File: src/hw/raster_config.svh
/*
 * build-time sizes for the rasterizer front end
 * command FIFO depth, command word width, coordinate width
 */

`ifndef RASTER_CONFIG_SVH
`define RASTER_CONFIG_SVH

// command FIFO entries, any value >= 2
`define RASTER_FIFO_DEPTH 16

// host command word
`define RASTER_WORD_W 32

// one vertex coordinate, two of them fill a word
`define RASTER_COORD_W 16

`endif

File: src/hw/cmd_fifo_if.sv
/*
 * command FIFO bus
 * host, reader and fifo modports
 */

`timescale 1ns/1ps
`default_nettype none

`include "raster_config.svh"

interface cmd_fifo_if ();

	logic                      write;
	logic [`RASTER_WORD_W-1:0] w_data;
	logic                      read;
	logic [`RASTER_WORD_W-1:0] r_data; // head word, valid while !empty
	logic                      empty;
	logic                      full;

	modport host (output write, w_data, input full);
	modport reader (output read, input r_data, empty);
	modport fifo (input write, w_data, read, output r_data, empty, full);

endinterface

`default_nettype wire

File: src/hw/cmd_fifo.sv
/*
 * first-word-fall-through command FIFO
 * circular buffer with occupancy count, writes dropped while full
 */

`timescale 1ns/1ps
`default_nettype none

`include "raster_config.svh"

module cmd_fifo
(
	input logic clk,
	input logic reset,
	cmd_fifo_if.fifo bus
);

	localparam int DEPTH = `RASTER_FIFO_DEPTH;
	localparam int PTR_W = $clog2(DEPTH);
	localparam int CNT_W = $clog2(DEPTH + 1);

	logic [`RASTER_WORD_W-1:0] mem [DEPTH];
	logic [PTR_W-1:0] wr_ptr;
	logic [PTR_W-1:0] rd_ptr;
	logic [CNT_W-1:0] count;
	logic do_write;
	logic do_read;

	// depth need not be a power of two
	function automatic logic [PTR_W-1:0] ptr_inc(input logic [PTR_W-1:0] p);
		if (p == PTR_W'(DEPTH - 1))
			return '0;
		return p + 1'b1;
	endfunction

	assign bus.empty = (count == '0);
	assign bus.full = (count == CNT_W'(DEPTH));
	assign bus.r_data = mem[rd_ptr]; // fall through

	assign do_write = bus.write && !bus.full;
	assign do_read = bus.read && !bus.empty;

	always_ff @(posedge clk)
	begin
		if (!reset)
		begin
			wr_ptr <= '0;
			rd_ptr <= '0;
			count <= '0;
		end
		else
		begin
			if (do_write)
				wr_ptr <= ptr_inc(wr_ptr);
			if (do_read)
				rd_ptr <= ptr_inc(rd_ptr);
			if (do_write && !do_read)
				count <= count + 1'b1;
			else if (do_read && !do_write)
				count <= count - 1'b1;
		end
	end

	always_ff @(posedge clk)
	begin
		if (do_write)
			mem[wr_ptr] <= bus.w_data;
	end

endmodule

`default_nettype wire

File: src/flat_wrapper.sv
// flat-port wrapper written by rule: the top's interface ports become plain ports
module cmd_fifo_flat 
  (clk, reset, bus_write, bus_w_data, bus_read, bus_r_data, bus_empty, bus_full);
  cmd_fifo_if bus_i ();
  input logic clk;
  input logic reset;
  input wire logic [$bits(bus_i.write)-1:0] bus_write;
  input wire logic [$bits(bus_i.w_data)-1:0] bus_w_data;
  input wire logic [$bits(bus_i.read)-1:0] bus_read;
  output wire logic [$bits(bus_i.r_data)-1:0] bus_r_data;
  output wire logic [$bits(bus_i.empty)-1:0] bus_empty;
  output wire logic [$bits(bus_i.full)-1:0] bus_full;
  assign bus_i.write = bus_write;
  assign bus_i.w_data = bus_w_data;
  assign bus_i.read = bus_read;
  assign bus_r_data = bus_i.r_data;
  assign bus_empty = bus_i.empty;
  assign bus_full = bus_i.full;
  cmd_fifo u_core (.clk(clk), .reset(reset), .bus(bus_i));
endmodule
File: config.mk
export PLATFORM = sky130hd
export DESIGN_NAME = cmd_fifo_flat
export DESIGN_NICKNAME = d
export VERILOG_FILES = /design/src/hw/cmd_fifo_if.sv /design/src/hw/cmd_fifo.sv /design/src/flat_wrapper.sv
export VERILOG_INCLUDE_DIRS = /design/src /design/src/hw
export SDC_FILE = /design/constraint.sdc
export NUM_CORES = 1
export LEC_CHECK = 0
export ABC_AREA = 1
export BUFFER_PORTS_ARGS = -buffer_cell sky130_fd_sc_hd__buf_2
export CAP_MARGIN = 20
export CORE_MARGIN = 4
export CORE_UTILIZATION = 60
export CTS_CLUSTER_SIZE = 25
export DETAILED_ROUTE_END_ITERATION = 7
export PLACE_DENSITY = 0.81
export SYNTH_ARGS = -nofsm -noshare
export SYNTH_HDL_FRONTEND = slang
export SYNTH_SLANG_ARGS = --single-unit
File: constraint.sdc
create_clock -name clk -period 4 [get_ports clk]
set_clock_uncertainty 0.1 [all_clocks]
set_input_delay 1 -clock clk [delete_from_list [all_inputs] [get_ports clk]]
set_output_delay 1 -clock clk [all_outputs]
set_load 0.005 [all_outputs]
==> summary.md <==
| Metric | Value |
|---|---|
| Max-slew violations | 0 |
| # DRC | 0 |
| Routed vias/inst | 5.75 |
| CORE AREA | 36500 sq um |
| Grt ovf | 0 |
| First-pass GRT wire length | 79200 microns |
| Slew margin rel. | 0.293 |
| Synth top area cells | edfxtp_1 (69%), nand2_1 (14%), nand3_1 (6.0%) |
| CTS buffer count | 52 |
| Buffers & Inverters on Critical Path | 2 |
| Detail Route Antenna Nets | 0 |
| CP delay by family, top | buffers and inverters |
| CP max-delay cell | buf_4 |
| Fmax | 262 MHz |
| Crit path time final | 3.81 ns |
| Distinct cells, synth | 23 |
| Worst Hold Depth | 2 |
| Routability cong. | 0.808 |
| Yosys warning count | 0 |
| Tcrit/Tclk final | 0.953 |
| CTS tree | done |
| FF-to-FF path depth | 13 |
| CP most frequent cell | nand2_1 |
| Pwr dens | 571 nW/um^2 |
| Slowest stage delay, CP | 0.78 ns |
| DIE HEIGHT | 200 microns |
| Clock Pin Slew Worst Setup and Hold Paths | 0.06 ns |
| # Post-CTS Setup Buffers | 0 |
| Number of global-route vias before repair | 14800 |
| First-pass DRT Iterations | 5 |
| Maximum fanout along the worst path | 99 |
| Post-Synthesis Net Count | 2093 |
| Root Buffer | clkbuf_16 |
| Worst hold margin | 0.420 ns |
| Post-synthesis average cell area | 10.8 sq um |
| Die ar. | 40100 sq um |
| Layout net count | 2155 |
| Initial core utilization | 0.606 |
| PortBufs | 69 |
| Area share of the largest cell type after synthesis | 0.694 |
| DR vias | 15100 |
| Count of cells resized by post-cts repair | 0 |
| Skew-Pair Late Insertion Delay | 0.57 ns |
| Endpoints failing hold | 0 |
| Hold-fix buffers, CTS | 0 |
| Synthesized area | 22100 sq um |
| Commonest cells after routing, fill and taps aside | nand2_1 (834), edfxtp_1 (512), nand3_1 (264), inv_1 (158), nor2_1 (70) |
| DRT iter0 DRCs | 1807 |
| Fraction of layout instances using a drive strength above 1 | 0.0990 |
| Setup TNS after final layout | 0 ns |
| Number of stages on the worst setup path | 8 |
| Dpl hpwl | 27600 microns |
| IO Count | 70 |
| Total wire length | 50800 microns |
| All-Layer GR Usage | 0.247 |
| CP Data Arrival Time | 2.71 ns |
| Synthesized instance count | 2046 |
| # diodes | 0 |
| CTS sink count | 529 |
| Initial antenna violation count | 1 |
| Synth area leader | edfxtp_1 |
| Yosys reg bits | 529 |
| Pin count of the biggest net entering global routing | 164 |
| Crit path cell chain | buf_4, nand2_1, nand2_1, nand2_1, nand3_1, nand3_1, nand2_1, buf_2 |
| RSZ-0062 raised after global routing | no |
| DR WL/cell | 19.4 microns |
| Die X | 200 microns |
| Most common cell after layout, fill and taps aside | nand2_1 |
| Worst Path Required | 2.90 ns |
| Seq/Total Area, Yosys | 0.709 |
| H-tree depth | 2 |
| Final setup vio count | 0 |
| Status | finished clean |
| Leakage | 10.0 nW |
| Max-cap violations | 0 |
| Row count | 70 |
| Hold WC Path Type | flop to flop |
| Clock Path Buffers | 3 |
| Worst VDD drop | 0.000408 V |
| Fin util | 0.676 |
| P&R area growth vs syn | 11.5% |
| CP Capture Type | output pin |
| Setup Crit Path Kind | flop to output pin |
| CP startpoint kind | flop |
| Tightest Pin Transition | 1.06 ns |
-- metal layers --
layer	GRT usage	part of all wire
met1	0.329	0.39
met2	0.419	0.50
met3	0.0450	0.089
met4	0.0765	0.026
met5	0	0.00026
-- power breakdown --
| part | total [mW] | leakage (nW) | switching [mW] | internal [mW] |
|---|---|---|---|---|
| clock network | 4.64 | 0.802 | 2.01 | 2.62 |
| logic | 3.09 | 4.44 | 2.12 | 0.962 |
| registers | 6.38 | 4.77 | 0.105 | 6.27 |
| total | 14.1 | 10.0 | 4.24 | 9.86 |
-- registers in the layout (all words and copies together), names as in the netlist, named ones only --
signal / cells
u_core.mem: 512
u_core.count: 5
u_core.rd_ptr: 4
u_core.wr_ptr: 4
-- area by class of cell --
cell class              instances  area (sq um)
fillers                      2423         11800
inverters                     162           616
repair buffers                111           786
flip-flops and latches        529         15700
clock inverters                36           265
clock buffers                  61          1360
well taps                     468           586
multi-input cells            1252          5360
-- cells by family after synthesis --
| group | Yosys count | synth area share |
|---|---|---|
| compound gates | 52 | 0.0124 |
| xor+xnor | 3 | 0.00119 |
| fa+ha+maj | 11 | 0.00655 |
| buf+inv | 265 | 0.0542 |
| flops | 529 | 0.709 |
| simple gates | 1186 | 0.216 |
-- per-stage QoR --
step,cells,power [mW],area [sq um],setup WS (ns)
after floorplan,2046,8.60,22200,0.764
after global placement,2522,9.42,23100,0.892
after detailed placement,2522,9.53,23100,0.831
after CTS,2619,14.1,24700,0.215
after global routing,2619,14.8,24700,0.113
final,2619,14.1,24700,0.188
-- worst reg2reg max path, cell delays in order, from the launching register on --
cell	delay, ns
dfxtp_1	0.35
nor2_1	0.17
nand3_1	0.13
nand2_1	0.27
clkinv_1	0.29
ha_1	0.32
inv_1	0.18
ha_1	0.29
a21oi_1	0.17
nand2_1	0.10
nand2_1	0.07
nand2_1	0.04
o21ai_0	0.15
inv_1	0.05
-- synth_stat cells, drive strengths merged --
master,n
nand2,834
clkinv,1
nor2,86
clkbuf,20
nand3,264
inv,161
dfxtp,17
nand3b,1
o211ai,6
a21oi,8
edfxtp,512
xor2,2
ha,10
xnor2,1
nand4,1
buf,83
o21ai,38
fa,1
-- final timing paths --
check	start	end	slack (ns)
setup / recovery	flop	bus_r_data[15]	0.19
hold / removal	u_core.rd_ptr[1]	flop	0.42
hold reg to reg	u_core.rd_ptr[1]	flop	0.42
setup reg to reg	u_core.count[2]	u_core.count[3]	1.21
Power figures use the tool's default switching activity.
