--- src/hw/raster_config.svh ---
/*
 * build-time sizes for the rasterizer front end
 * command FIFO depth, command word width, coordinate width
 */

`ifndef RASTER_CONFIG_SVH
`define RASTER_CONFIG_SVH

// command FIFO entries, any value >= 2
`define RASTER_FIFO_DEPTH 16

// host command word
`define RASTER_WORD_W 32

// one vertex coordinate, two of them fill a word
`define RASTER_COORD_W 16

`endif

--- src/hw/raster_geom_pkg.sv ---
/*
 * geometry types
 * vertex, triangle and bounding box structs
 */

`default_nettype none

`include "raster_config.svh"

package raster_geom_pkg;

	// x in the upper half, matches the vertex word layout
	typedef struct packed {
		logic [`RASTER_COORD_W-1:0] x;
		logic [`RASTER_COORD_W-1:0] y;
	} vertex_t;

	typedef struct packed {
		vertex_t    v1;
		vertex_t    v2;
		vertex_t    v3;
		logic [7:0] tex_num;
	} triangle_t;

	typedef struct packed {
		logic [`RASTER_COORD_W-1:0] min_x;
		logic [`RASTER_COORD_W-1:0] min_y;
		logic [`RASTER_COORD_W-1:0] max_x;
		logic [`RASTER_COORD_W-1:0] max_y;
	} bbox_t;

endpackage

`default_nettype wire

--- src/hw/triangle_if.sv ---
/*
 * decoder to setup stage bus
 * triangle payload, ready pulses and the request level
 */

`timescale 1ns/1ps
`default_nettype none

interface triangle_if
	import raster_geom_pkg::*;
();

	logic      next_triangle; // level request from setup
	logic      data_ready;    // one cycle, tri_data valid
	logic      frame_ready;   // one cycle per frame word
	triangle_t tri_data;

	modport decoder (input next_triangle, output data_ready, frame_ready, tri_data);
	modport setup (output next_triangle, input data_ready, frame_ready, tri_data);

endinterface

`default_nettype wire

--- src/hw/triangle_setup.sv ---
/*
 * triangle setup stage
 * bounding box, twice the signed area, output register with
 * valid/ready, request back to the decoder, frame_done
 */

`timescale 1ns/1ps
`default_nettype none

`include "raster_config.svh"

module triangle_setup
	import raster_geom_pkg::*;
(
	input logic clk,
	input logic reset,
	triangle_if.setup tri_bus,
	output logic tri_valid,
	input logic tri_ready,
	output bbox_t bbox,
	output logic signed [2*`RASTER_COORD_W+1:0] area2,
	output logic [7:0] tex_num,
	output logic frame_done
);

	localparam int CW = `RASTER_COORD_W;

	triangle_t t;
	bbox_t bbox_next;
	logic signed [CW:0] dx21, dy31, dx31, dy21; // one extra bit for the sign
	logic signed [2*CW+1:0] prod_a, prod_b;
	logic req_en;

	function automatic logic [CW-1:0] min3(input logic [CW-1:0] a, b, c);
		logic [CW-1:0] m;
		m = (a < b) ? a : b;
		return (m < c) ? m : c;
	endfunction

	function automatic logic [CW-1:0] max3(input logic [CW-1:0] a, b, c);
		logic [CW-1:0] m;
		m = (a > b) ? a : b;
		return (m > c) ? m : c;
	endfunction

	assign t = tri_bus.tri_data;

	assign bbox_next.min_x = min3(t.v1.x, t.v2.x, t.v3.x);
	assign bbox_next.min_y = min3(t.v1.y, t.v2.y, t.v3.y);
	assign bbox_next.max_x = max3(t.v1.x, t.v2.x, t.v3.x);
	assign bbox_next.max_y = max3(t.v1.y, t.v2.y, t.v3.y);

	// coordinates are unsigned, differences are not
	assign dx21 = $signed({1'b0, t.v2.x}) - $signed({1'b0, t.v1.x});
	assign dy31 = $signed({1'b0, t.v3.y}) - $signed({1'b0, t.v1.y});
	assign dx31 = $signed({1'b0, t.v3.x}) - $signed({1'b0, t.v1.x});
	assign dy21 = $signed({1'b0, t.v2.y}) - $signed({1'b0, t.v1.y});
	assign prod_a = dx21 * dy31;
	assign prod_b = dx31 * dy21;

	// ask for more while the output slot is free or emptying
	assign tri_bus.next_triangle = req_en && (!tri_valid || tri_ready);

	always_ff @(posedge clk)
	begin
		if (!reset)
		begin
			tri_valid <= 1'b0;
			frame_done <= 1'b0;
			req_en <= 1'b0;
		end
		else
		begin
			req_en <= 1'b1; // no request in the first cycle out of reset
			frame_done <= tri_bus.frame_ready;
			if (tri_bus.data_ready)
				tri_valid <= 1'b1;
			else if (tri_ready)
				tri_valid <= 1'b0;
		end
	end

	always_ff @(posedge clk)
	begin
		if (tri_bus.data_ready)
		begin
			bbox <= bbox_next;
			area2 <= prod_a - prod_b;
			tex_num <= t.tex_num;
		end
	end

endmodule

`default_nettype wire

--- src/flat_wrapper.sv ---
// flat-port wrapper written by rule: the top's interface ports become plain ports
module triangle_setup_flat import raster_geom_pkg::*;
  (clk, reset, tri_valid, tri_ready, bbox, area2, tex_num, frame_done, tri_bus_next_triangle, tri_bus_data_ready, tri_bus_frame_ready, tri_bus_tri_data);
  triangle_if tri_bus_i ();
  input logic clk;
  input logic reset;
  output logic tri_valid;
  input logic tri_ready;
  output bbox_t bbox;
  output logic signed [2*`RASTER_COORD_W+1:0] area2;
  output logic [7:0] tex_num;
  output logic frame_done;
  output wire logic [$bits(tri_bus_i.next_triangle)-1:0] tri_bus_next_triangle;
  input wire logic [$bits(tri_bus_i.data_ready)-1:0] tri_bus_data_ready;
  input wire logic [$bits(tri_bus_i.frame_ready)-1:0] tri_bus_frame_ready;
  input wire logic [$bits(tri_bus_i.tri_data)-1:0] tri_bus_tri_data;
  assign tri_bus_next_triangle = tri_bus_i.next_triangle;
  assign tri_bus_i.data_ready = tri_bus_data_ready;
  assign tri_bus_i.frame_ready = tri_bus_frame_ready;
  assign tri_bus_i.tri_data = tri_bus_tri_data;
  triangle_setup u_core (.clk(clk), .reset(reset), .tri_bus(tri_bus_i), .tri_valid(tri_valid), .tri_ready(tri_ready), .bbox(bbox), .area2(area2), .tex_num(tex_num), .frame_done(frame_done));
endmodule
--- config.mk ---
export PLATFORM = sky130hd
export DESIGN_NAME = triangle_setup_flat
export DESIGN_NICKNAME = d
export VERILOG_FILES = /design/src/hw/raster_geom_pkg.sv /design/src/hw/triangle_if.sv /design/src/hw/triangle_setup.sv /design/src/flat_wrapper.sv
export VERILOG_INCLUDE_DIRS = /design/src /design/src/hw
export SDC_FILE = /design/constraint.sdc
export NUM_CORES = 2
export LEC_CHECK = 0
export ABC_AREA = 1
export BUFFER_PORTS_ARGS = -buffer_cell sky130_fd_sc_hd__buf_2
export CAP_MARGIN = 0
export CORE_ASPECT_RATIO = 1.5
export CORE_MARGIN = 2
export CORE_UTILIZATION = 55
export CTS_BUF_LIST = sky130_fd_sc_hd__clkbuf_8
export CTS_CLUSTER_DIAMETER = 150
export CTS_CLUSTER_SIZE = 12
export DETAILED_ROUTE_END_ITERATION = 7
export PLACE_DENSITY = 0.74
export SLEW_MARGIN = 20
export SYNTH_ARGS = -nofsm -noshare
export SYNTH_HDL_FRONTEND = slang
export SYNTH_SLANG_ARGS = --single-unit
--- constraint.sdc ---
create_clock -name clk -period 11.9 [get_ports clk]
set_input_delay 1.19 -clock clk [delete_from_list [all_inputs] [get_ports clk]]
set_output_delay 1.19 -clock clk [all_outputs]
set_load 0.05 [all_outputs]
==> results.yml <==
outcome:
  status: "finished, final reports clean"
critical_path:
  rr_startpoint: "u_core.tri_valid$_SDFFE_PN0P_"
  end_kind: "register"
  worst_path_largest_cell_delay_ps: 590
  r2r_cells: 2
  critPathLaunchType: "input port"
  path_depth: 39
  crit_family: "adder cells"
  worst_path_max_delay_cell: "xor2_2"
  cp-startpoint: "tri_bus_tri_data[96]"
  crit_path_end: "u_core.area2[33]$_DFFE_PP_"
  cp_common_cell: "fa_1"
  reg2reg_to: "u_core.tri_valid$_SDFFE_PN0P_"
  worst_ep_required_time_ps: 12130
  worstPathMaxFanout: 9
  cp.arrival_ps: 10060
  timing.critical_path.buf_inv: 10
  worstSetupPathType: "input port to register"
  reg2reg_setup_slack_ps: 11270
cts:
  cts_resized: 0
  cts_tree: "built"
  cts_buffers: 9
  clock-root-buffer: "clkbuf_8"
  clk_pin_slew_ps: 150
  cts_buffer_depth: 2
  clk_latency_ps: 440
  cts_sinks: 109
  cts_hold_buf: 0
  htreeDepth: 3
  post-cts-setup-buffers: 0
timing:
  rsz0062_at_grt: "no"
  slew_headroom: 0.212
  final_hold_viol_count: 0
  fin_crit_ps: 9830
  final.setup.tns_ps: 0
  finalMaxSlewViolations: 0
  tightest_slew_ps: 1180
  finalCritPeriodShare: 0.826
  fmax_ghz: 0.102
  fin_worst_skew_ps: 0
  setup_viol: 0
detailed_routing:
  wl_per_cell_um: 20.3
  wl_um: 89100
  vias: 24100
  drtAntennaViolNets: 0
  firstDrtPassIters: 7
  drt_iter0_drc: 1880
  via_per_inst: 5.50
  drc: 0
global_routing:
  grt-ovfl-total: 0
  grt_first_pass_wirelength_um: 139000
  grt_pass1_vias: 25400
  grt.total_usage: 0.327
  antenna_found_initial: 8
  grt_max_degree: 71
logic_synthesis:
  yosys_most_used_dff: "edfxtp_1"
  synth_top_area_share: 0.431
  syn_inst: 3485
  synth-seq-cells: 109
  async_flop_share: 0
  yosysWarnings: 0
  synth_cell_types: 54
  synthTopCellsByArea: "fa_1 43%, ha_1 11%, edfxtp_1 11%"
  syn_nets: 4521
  seq_area_frac_synth: 0.107
  yosys.area.top_type: "fa_1"
  synth-edff-count: 106
  synthesis.area_sq_um: 30300
  postSynthAreaPerCell_sq_um: 8.69
placement:
  post-dp-hpwl_um: 77400
  gp_congestion: 1.05
  portBuffers: 217
min_path:
  hold_path.class: "register to register"
layout:
  synthToLayoutAreaGrowth_pct: 7.40
  num-fill-cells: 4906
  nets: 4720
  drive_gt1_frac: 0.0889
floorplan:
  io_pins: 218
  core_area_sq_um: 54500
  die_y_um: 291
  rows: 105
  start_util: 0.555
  dieArea_sq_um: 57000
  die_w_um: 196
job:
  cap_violations: 0
[final cells by class]
cell class | count | area (sq um) | share of cell area
Clock buffer | 9 | 124 | 0.00381
Inverter | 841 | 3160 | 0.0971
Multi-Input combinational cell | 2462 | 23600 | 0.725
Sequential cell | 109 | 3240 | 0.0998
Tap cell | 695 | 870 | 0.0267
Clock inverter | 7 | 96.3 | 0.00296
Timing Repair Buffer | 261 | 1420 | 0.0436
Antenna cell | 8 | 20.0 | 0.000616
[through the flow]
step	setup WS [ps]	util	cell area, sq um	instances	hold WS [ps]
after global routing	1510	0.596	32500	4392	602
after global placement	1780	0.592	32300	4368	492
after floorplan	2660	-	30300	3485	751
final	2070	0.596	32500	4392	554
after detailed placement	1670	0.592	32300	4368	550
after CTS	2150	0.596	32500	4384	571
[tightest hold or removal path: stages (launching register included)]
cell and delay [ps]:
dfxtp_1 370, a21oi_1 70, nor2_1 90
[synth_stat cells, types with 7 or more instances]
cell type and count:
or2_2 13, o21ai_2 7, o21ai_0 128, nor3_1 9
clkbuf_1 62, o21bai_1 9, ha_1 275, fa_1 652
a21oi_1 116, inv_1 820, xnor2_1 44, xor2_1 43
nand3_1 68, clkinv_1 15, nand4_1 10, edfxtp_1 106
nand2_1 607, nor2_1 409
[metal layers]
metal  global-route usage  wire length, um  part of all wire
met5                    0                0                 0
met2                0.555            44700              0.50
met4                0.289             9500              0.11
met1                0.361            29700              0.33
met3               0.0403             5280             0.059
[cells by family after synthesis]
kind of cell    synth area share
xor+xnor                  0.0282
flops                      0.107
simple gates               0.148
buf+inv                    0.114
compound gates            0.0570
fa+ha+maj                  0.545
[worst min-delay path by stage]
stage	startpoint	end	slack [ps]	cells after the start
after detailed placement	u_core.tri_valid$_SDFFE_PN0P_	u_core.tri_valid$_SDFFE_PN0P_	550	2
after global routing	u_core.tri_valid$_SDFFE_PN0P_	u_core.tri_valid$_SDFFE_PN0P_	600	2
after CTS	u_core.tri_valid$_SDFFE_PN0P_	u_core.tri_valid$_SDFFE_PN0P_	570	2
after floorplan	u_core.tri_valid$_SDFFE_PN0P_	u_core.tri_valid$_SDFFE_PN0P_	750	2
after global placement	u_core.tri_valid$_SDFFE_PN0P_	u_core.tri_valid$_SDFFE_PN0P_	490	2
final	u_core.tri_valid$_SDFFE_PN0P_	u_core.tri_valid$_SDFFE_PN0P_	550	2
[layout by cell type (no fill, tap or decap), drive strengths merged, types with 2 or more instances in the layout]
| cell type | count |
|---|---|
| a211oi | 7 |
| xnor2 | 44 |
| dfxtp | 3 |
| a31oi | 6 |
| nand3 | 70 |
| nand4 | 10 |
| nor4 | 3 |
| a21boi | 4 |
| ha | 275 |
| o21bai | 9 |
| o21a | 4 |
| a21oi | 117 |
| o21ai | 139 |
| a21o | 4 |
| inv | 833 |
| edfxtp | 106 |
| and2 | 3 |
| o221a | 2 |
| xor2 | 48 |
| nor2 | 410 |
| clkbuf | 9 |
| nand2 | 615 |
| o211ai | 4 |
| or2 | 13 |
| a31o | 2 |
| o221ai | 3 |
| diode | 8 |
| fa | 652 |
| nor3 | 9 |
| clkinv | 15 |
| buf | 261 |
[sequential cells by signal, summed over array words and instances (netlist names)]
register	cells
u_core.area2	34
u_core.bbox	64
u_core.frame_done	1
u_core.req_en	1
u_core.tex_num	8
u_core.tri_valid	1
Power is not shown: default switching activity piles up to over one toggle a cycle in this logic, so the estimate is an artifact.
