## src/hw/raster_config.svh

```systemverilog
/*
 * build-time sizes for the rasterizer front end
 * command FIFO depth, command word width, coordinate width
 */

`ifndef RASTER_CONFIG_SVH
`define RASTER_CONFIG_SVH

// command FIFO entries, any value >= 2
`define RASTER_FIFO_DEPTH 16

// host command word
`define RASTER_WORD_W 32

// one vertex coordinate, two of them fill a word
`define RASTER_COORD_W 16

`endif

```

## src/hw/raster_cmd_pkg.sv

```systemverilog
/*
 * command side types
 * header opcode enum and input decoder FSM states
 */

`default_nettype none

package raster_cmd_pkg;

	// opcode field, bits 31..28 of a header word
	typedef enum logic [3:0] {
		OP_TRIANGLE  = 4'd1,
		OP_FRAME_END = 4'd2
	} cmd_opcode_e;

	typedef enum logic [3:0] {
		IDLE,
		LATCH_HDR,
		WAIT_V1,
		LATCH_V1,
		WAIT_V2,
		LATCH_V2,
		WAIT_V3,
		LATCH_V3,
		FRAME_END
	} decoder_state_e;

endpackage

`default_nettype wire

```

## src/hw/raster_geom_pkg.sv

```systemverilog
/*
 * geometry types
 * vertex, triangle and bounding box structs
 */

`default_nettype none

`include "raster_config.svh"

package raster_geom_pkg;

	// x in the upper half, matches the vertex word layout
	typedef struct packed {
		logic [`RASTER_COORD_W-1:0] x;
		logic [`RASTER_COORD_W-1:0] y;
	} vertex_t;

	typedef struct packed {
		vertex_t    v1;
		vertex_t    v2;
		vertex_t    v3;
		logic [7:0] tex_num;
	} triangle_t;

	typedef struct packed {
		logic [`RASTER_COORD_W-1:0] min_x;
		logic [`RASTER_COORD_W-1:0] min_y;
		logic [`RASTER_COORD_W-1:0] max_x;
		logic [`RASTER_COORD_W-1:0] max_y;
	} bbox_t;

endpackage

`default_nettype wire

```

## src/hw/cmd_fifo_if.sv

```systemverilog
/*
 * command FIFO bus
 * host, reader and fifo modports
 */

`timescale 1ns/1ps
`default_nettype none

`include "raster_config.svh"

interface cmd_fifo_if ();

	logic                      write;
	logic [`RASTER_WORD_W-1:0] w_data;
	logic                      read;
	logic [`RASTER_WORD_W-1:0] r_data; // head word, valid while !empty
	logic                      empty;
	logic                      full;

	modport host (output write, w_data, input full);
	modport reader (output read, input r_data, empty);
	modport fifo (input write, w_data, read, output r_data, empty, full);

endinterface

`default_nettype wire

```

## src/hw/triangle_if.sv

```systemverilog
/*
 * decoder to setup stage bus
 * triangle payload, ready pulses and the request level
 */

`timescale 1ns/1ps
`default_nettype none

interface triangle_if
	import raster_geom_pkg::*;
();

	logic      next_triangle; // level request from setup
	logic      data_ready;    // one cycle, tri_data valid
	logic      frame_ready;   // one cycle per frame word
	triangle_t tri_data;

	modport decoder (input next_triangle, output data_ready, frame_ready, tri_data);
	modport setup (output next_triangle, input data_ready, frame_ready, tri_data);

endinterface

`default_nettype wire

```

## src/hw/input_decoder.sv

```systemverilog
/*
 * command decoder FSM
 * pops header and three vertex words, builds the triangle,
 * pulses data_ready / frame_ready toward the setup stage
 */

`timescale 1ns/1ps
`default_nettype none

`include "raster_config.svh"

module input_decoder
	import raster_cmd_pkg::*;
	import raster_geom_pkg::*;
(
	input logic clk,
	input logic reset,
	cmd_fifo_if.reader fifo,
	triangle_if.decoder tri_bus
);

	decoder_state_e state;
	decoder_state_e next_state;

	cmd_opcode_e opcode;
	vertex_t     head_vtx;
	vertex_t     v1;
	vertex_t     v2;
	vertex_t     v3;
	logic [7:0]  tex_num;
	logic        latch_state;
	logic        pop;

	assign opcode = cmd_opcode_e'(fifo.r_data[`RASTER_WORD_W-1 -: 4]);
	assign head_vtx = fifo.r_data;

	assign latch_state = (state == LATCH_HDR) || (state == LATCH_V1) ||
		(state == LATCH_V2) || (state == LATCH_V3);

	// a latch state only pops a word that is there
	assign pop = latch_state && !fifo.empty;
	assign fifo.read = pop || (state == FRAME_END);

	assign tri_bus.data_ready = (state == LATCH_V3) && pop;
	assign tri_bus.frame_ready = (state == FRAME_END);

	// v3 forwarded from the head word during its own pop
	assign tri_bus.tri_data.v1 = v1;
	assign tri_bus.tri_data.v2 = v2;
	assign tri_bus.tri_data.v3 = tri_bus.data_ready ? head_vtx : v3;
	assign tri_bus.tri_data.tex_num = tex_num;

	always_comb
	begin
		next_state = state;
		case (state)
			IDLE:
				if (tri_bus.next_triangle && !fifo.empty)
				begin
					case (opcode)
						OP_FRAME_END: next_state = FRAME_END;
						default:      next_state = LATCH_HDR; // unknown opcodes too
					endcase
				end
			LATCH_HDR: next_state = LATCH_V1; // header already seen at the head
			LATCH_V1:  next_state = pop ? LATCH_V2 : WAIT_V1;
			LATCH_V2:  next_state = pop ? LATCH_V3 : WAIT_V2;
			LATCH_V3:  next_state = pop ? IDLE : WAIT_V3;
			WAIT_V1:
				if (!fifo.empty)
					next_state = LATCH_V1;
			WAIT_V2:
				if (!fifo.empty)
					next_state = LATCH_V2;
			WAIT_V3:
				if (!fifo.empty)
					next_state = LATCH_V3;
			default:   next_state = IDLE; // FRAME_END
		endcase
	end

	always_ff @(posedge clk)
	begin
		if (!reset)
			state <= IDLE;
		else
			state <= next_state;
	end

	always_ff @(posedge clk)
	begin
		if (pop)
		begin
			case (state)
				LATCH_HDR: tex_num <= fifo.r_data[7:0];
				LATCH_V1:  v1 <= head_vtx;
				LATCH_V2:  v2 <= head_vtx;
				default:   v3 <= head_vtx;
			endcase
		end
	end

endmodule

`default_nettype wire

```

## src/flat_wrapper.sv

```systemverilog
// flat-port wrapper written by rule: the top's interface ports become plain ports
module input_decoder_flat import raster_cmd_pkg::*; import raster_geom_pkg::*;
  (clk, reset, fifo_read, fifo_r_data, fifo_empty, tri_bus_next_triangle, tri_bus_data_ready, tri_bus_frame_ready, tri_bus_tri_data);
  cmd_fifo_if fifo_i ();
  triangle_if tri_bus_i ();
  input logic clk;
  input logic reset;
  output wire logic [$bits(fifo_i.read)-1:0] fifo_read;
  input wire logic [$bits(fifo_i.r_data)-1:0] fifo_r_data;
  input wire logic [$bits(fifo_i.empty)-1:0] fifo_empty;
  input wire logic [$bits(tri_bus_i.next_triangle)-1:0] tri_bus_next_triangle;
  output wire logic [$bits(tri_bus_i.data_ready)-1:0] tri_bus_data_ready;
  output wire logic [$bits(tri_bus_i.frame_ready)-1:0] tri_bus_frame_ready;
  output wire logic [$bits(tri_bus_i.tri_data)-1:0] tri_bus_tri_data;
  assign fifo_read = fifo_i.read;
  assign fifo_i.r_data = fifo_r_data;
  assign fifo_i.empty = fifo_empty;
  assign tri_bus_i.next_triangle = tri_bus_next_triangle;
  assign tri_bus_data_ready = tri_bus_i.data_ready;
  assign tri_bus_frame_ready = tri_bus_i.frame_ready;
  assign tri_bus_tri_data = tri_bus_i.tri_data;
  input_decoder u_core (.clk(clk), .reset(reset), .fifo(fifo_i), .tri_bus(tri_bus_i));
endmodule
```

## config.mk

```make
export PLATFORM = sky130hd
export DESIGN_NAME = input_decoder_flat
export DESIGN_NICKNAME = d
export VERILOG_FILES = /design/src/hw/raster_cmd_pkg.sv /design/src/hw/raster_geom_pkg.sv /design/src/hw/cmd_fifo_if.sv /design/src/hw/triangle_if.sv /design/src/hw/input_decoder.sv /design/src/flat_wrapper.sv
export VERILOG_INCLUDE_DIRS = /design/src /design/src/hw
export SDC_FILE = /design/constraint.sdc
export NUM_CORES = 1
export LEC_CHECK = 0
export ABC_CLOCK_PERIOD_IN_PS = 4900
export BUFFER_PORTS_ARGS = -buffer_cell sky130_fd_sc_hd__buf_2
export CORE_ASPECT_RATIO = 0.8
export CORE_MARGIN = 3
export CORE_UTILIZATION = 30
export DETAILED_ROUTE_END_ITERATION = 16
export MAX_ROUTING_LAYER = met4
export PLACE_DENSITY = 0.56
export RECOVER_POWER = 100
export SLEW_MARGIN = 20
export SYNTH_ARGS = -nofsm -noshare
export SYNTH_HDL_FRONTEND = slang
export SYNTH_SLANG_ARGS = --single-unit
export TNS_END_PERCENT = 1
```

## constraint.sdc

```tcl
create_clock -name clk -period 4.9 [get_ports clk]
set_input_delay 0 -clock clk [delete_from_list [all_inputs] [get_ports clk]]
set_output_delay 0 -clock clk [all_outputs]
set_load 0.05 [all_outputs]
```

==> metrics <==
run status finished clean; post-route ant nets 0; P_leak 0.00165 uW; WP data required about 5000 ps; crit-path max FO 29; fin crit share 0.655; htree depth 3; vias around 2.3k; FMAX 0.312 GHz; Die ar. around 14000 um2; cell family with most CP delay buffers and inverters; CP endpoint kind output port; vias in the first global route 2385; Top FF cell, synth edfxtp_1; DRT iter0 DRCs between 100 and 150; post-route cell area 5190 um2; # DRC 0; Worst VDD drop 0.167 mV; Power Dens Cells 362 nW/um2; IO Port Bufs 142; Die Width 133 um; Synth Net Count 210; detailed-placement wirelength estimate between 5000 and 6000 um; mapped cell area 3840 um2; Initial Util 0.311; # Post-CTS Setup Buffers 0; drt first pass iters 4; All-Layer GR Usage 0.126; Setup Skew 7.94 ps; Mean Syn Cell Area ~22 um2; FP Rows 36; number of max-cap violations 0; Slew @ Worst Pin 1410 ps; clock-pin slew on the worst setup and hold paths 70 ps; cts bufs inserted 9; #FFs+latches synth 108; # diodes 0; critical path arrival approximately 3200 ps; Post-synth EDFFs around 100; Worst Setup Path Type flop to output port; worst-path cell with the longest stage delay clkinvlp_2; Final Max Slew Viols 0; global route overflow 0; Cell variety after synth 28; Gate Count Post-Synth about 170; Largest stage delay, worst path 1100 ps; Synthesis Warnings 0; core area 12300 um2; Clock Sinks 108; Layout area overhead 35.0%; CTS Root Cell clkbuf_16; gpl congestion 0.740; initial antenna violation count 0; RSZ-0062 raised after global routing no; Slew headroom 0.0557; Final Total Pwr 1880 uW; CTS tree done; Seq/Total Area, Yosys 0.833; asr flop ratio synth 0; setup TNS 0 ps; Clk Latency, worst-skew pair 350 ps; Longest Clk Path Bufs 2; Die Ht about 110 um; layout cells sized above 1 0.156; fin nets 396; startpoint types flop; routed len/inst 15.8 um; DP Area about 4800 um2; vias per cell 4.20; R2R Setup Slk 2080 ps; CP Buf/Inv Count 2; Final Critical Period between 3000 and 4000 ps; Hold Crit Class input pin to flop; io pins 143; routed wire length 8450 um; largest net degree at the start of global routing 33; final setup violation count 0; CP cell instances nor3b_1 > nand3_4 > clkinvlp_2 > mux2_2 > clkbuf_1; Final Hold Fails 0; first-pass GRT wire length 13100 um
## per-layer routing
layer / track usage / vias up / part of all wire
li1: - / 1051 / -
met1: 0.157 / 1098 / 0.46
met5: - / - / 0
met3: 0.0474 / 12 / 0.069
met2: 0.189 / 92 / 0.46
met4: 0.0445 / 0 / 0.014
## metrics by stage
step	worst slack, ps	cells	hold slack, ps	utilization
global placement	2780	486	220	0.386
global route	1400	536	42.0	0.421
CTS	2510	536	46.6	0.439
detailed placement	2710	486	224	0.386
finish	1690	536	38.0	0.421
floorplan	1490	174	98.9	-
## report_power, final
| group | leakage (uW) | internal, uW | total [uW] | switching, uW |
|---|---|---|---|---|
| registers | 0.000969 | 1020 | 1030 | 7.54 |
| logic | 0.000540 | 32.4 | 89.6 | 57.2 |
| clock network | 0.000145 | 445 | 759 | 315 |
## path summary, 6_finish.rpt
path / start / endpoint / cells past startpoint
max: u_core.state[0] / tri_bus_tri_data[14] / 5
min: fifo_empty / u_core.state[0] / 3
max reg2reg: u_core.state[0] / u_core.v3[30] / 4
min reg2reg: u_core.state[0] / u_core.state[0] / 2
## registers in the layout, indices dropped and copies added, names as in the netlist
register / cells
u_core.tri_bus.tri_data: 64
u_core.v3: 32
u_core.tex_num: 8
u_core.state: 4
## cell usage after synthesis (2+ instances only)
cell,number,area [um2]
inv_1,3,11.3
nand3_1,2,10.0
nor2_1,2,7.51
nand2_1,2,7.51
mux2_4,9,135
nor3_1,4,20.0
edfxtp_1,104,3120
buf_2,2,10.0
mux2_2,23,259
nor3b_1,2,15.0
dfxtp_1,4,80.1
## area by class of cell
class | instances | area (um2)
Clock inverter | 7 | 91.3
Multi-Input combinational cell | 57 | 534
Tap cell | 171 | 214
Clock buffer | 9 | 225
Sequential cell | 108 | 3200
Timing Repair Buffer | 180 | 906
Inverter | 4 | 16.3
Fill cell | 1222 | 7150
## worst register-to-register path, delay by kind of cell (launching register included)
kind / cells / cell delay, ps
simple gates: 2 / 660
flops: 1 / 440
buf+inv: 2 / 1340
## what timing repair did
item,in CTS,in global routing
hold buffers,34,0
gates resized for setup,0,0
endpoints found under the hold margin,108,0
## kinds of logic after synthesis
| family | after synthesis | synth area share |
|---|---|---|
| xor+xnor | 1 | 0.00228 |
| compound gates | 2 | 0.00358 |
| mux | 32 | 0.103 |
| buf+inv | 9 | 0.0179 |
| flops | 108 | 0.833 |
| simple gates | 21 | 0.0378 |
| fa+ha+maj | 1 | 0.00260 |
## layout by cell type (no fill, tap or decap), types with 2 or more instances in the layout
master and count:
buf_2 14, bufinv_16 2, clkbuf_1 132, clkbuf_16 9, clkinvlp_4 3, dfxtp_1 4, dlygate4sd3_1 34, edfxtp_1 104
inv_1 3, mux2_1 9, mux2_2 23, nand2_1 2, nand3_1 2, nor3_1 4, nor3b_1 3
Power figures use the tool's default switching activity.
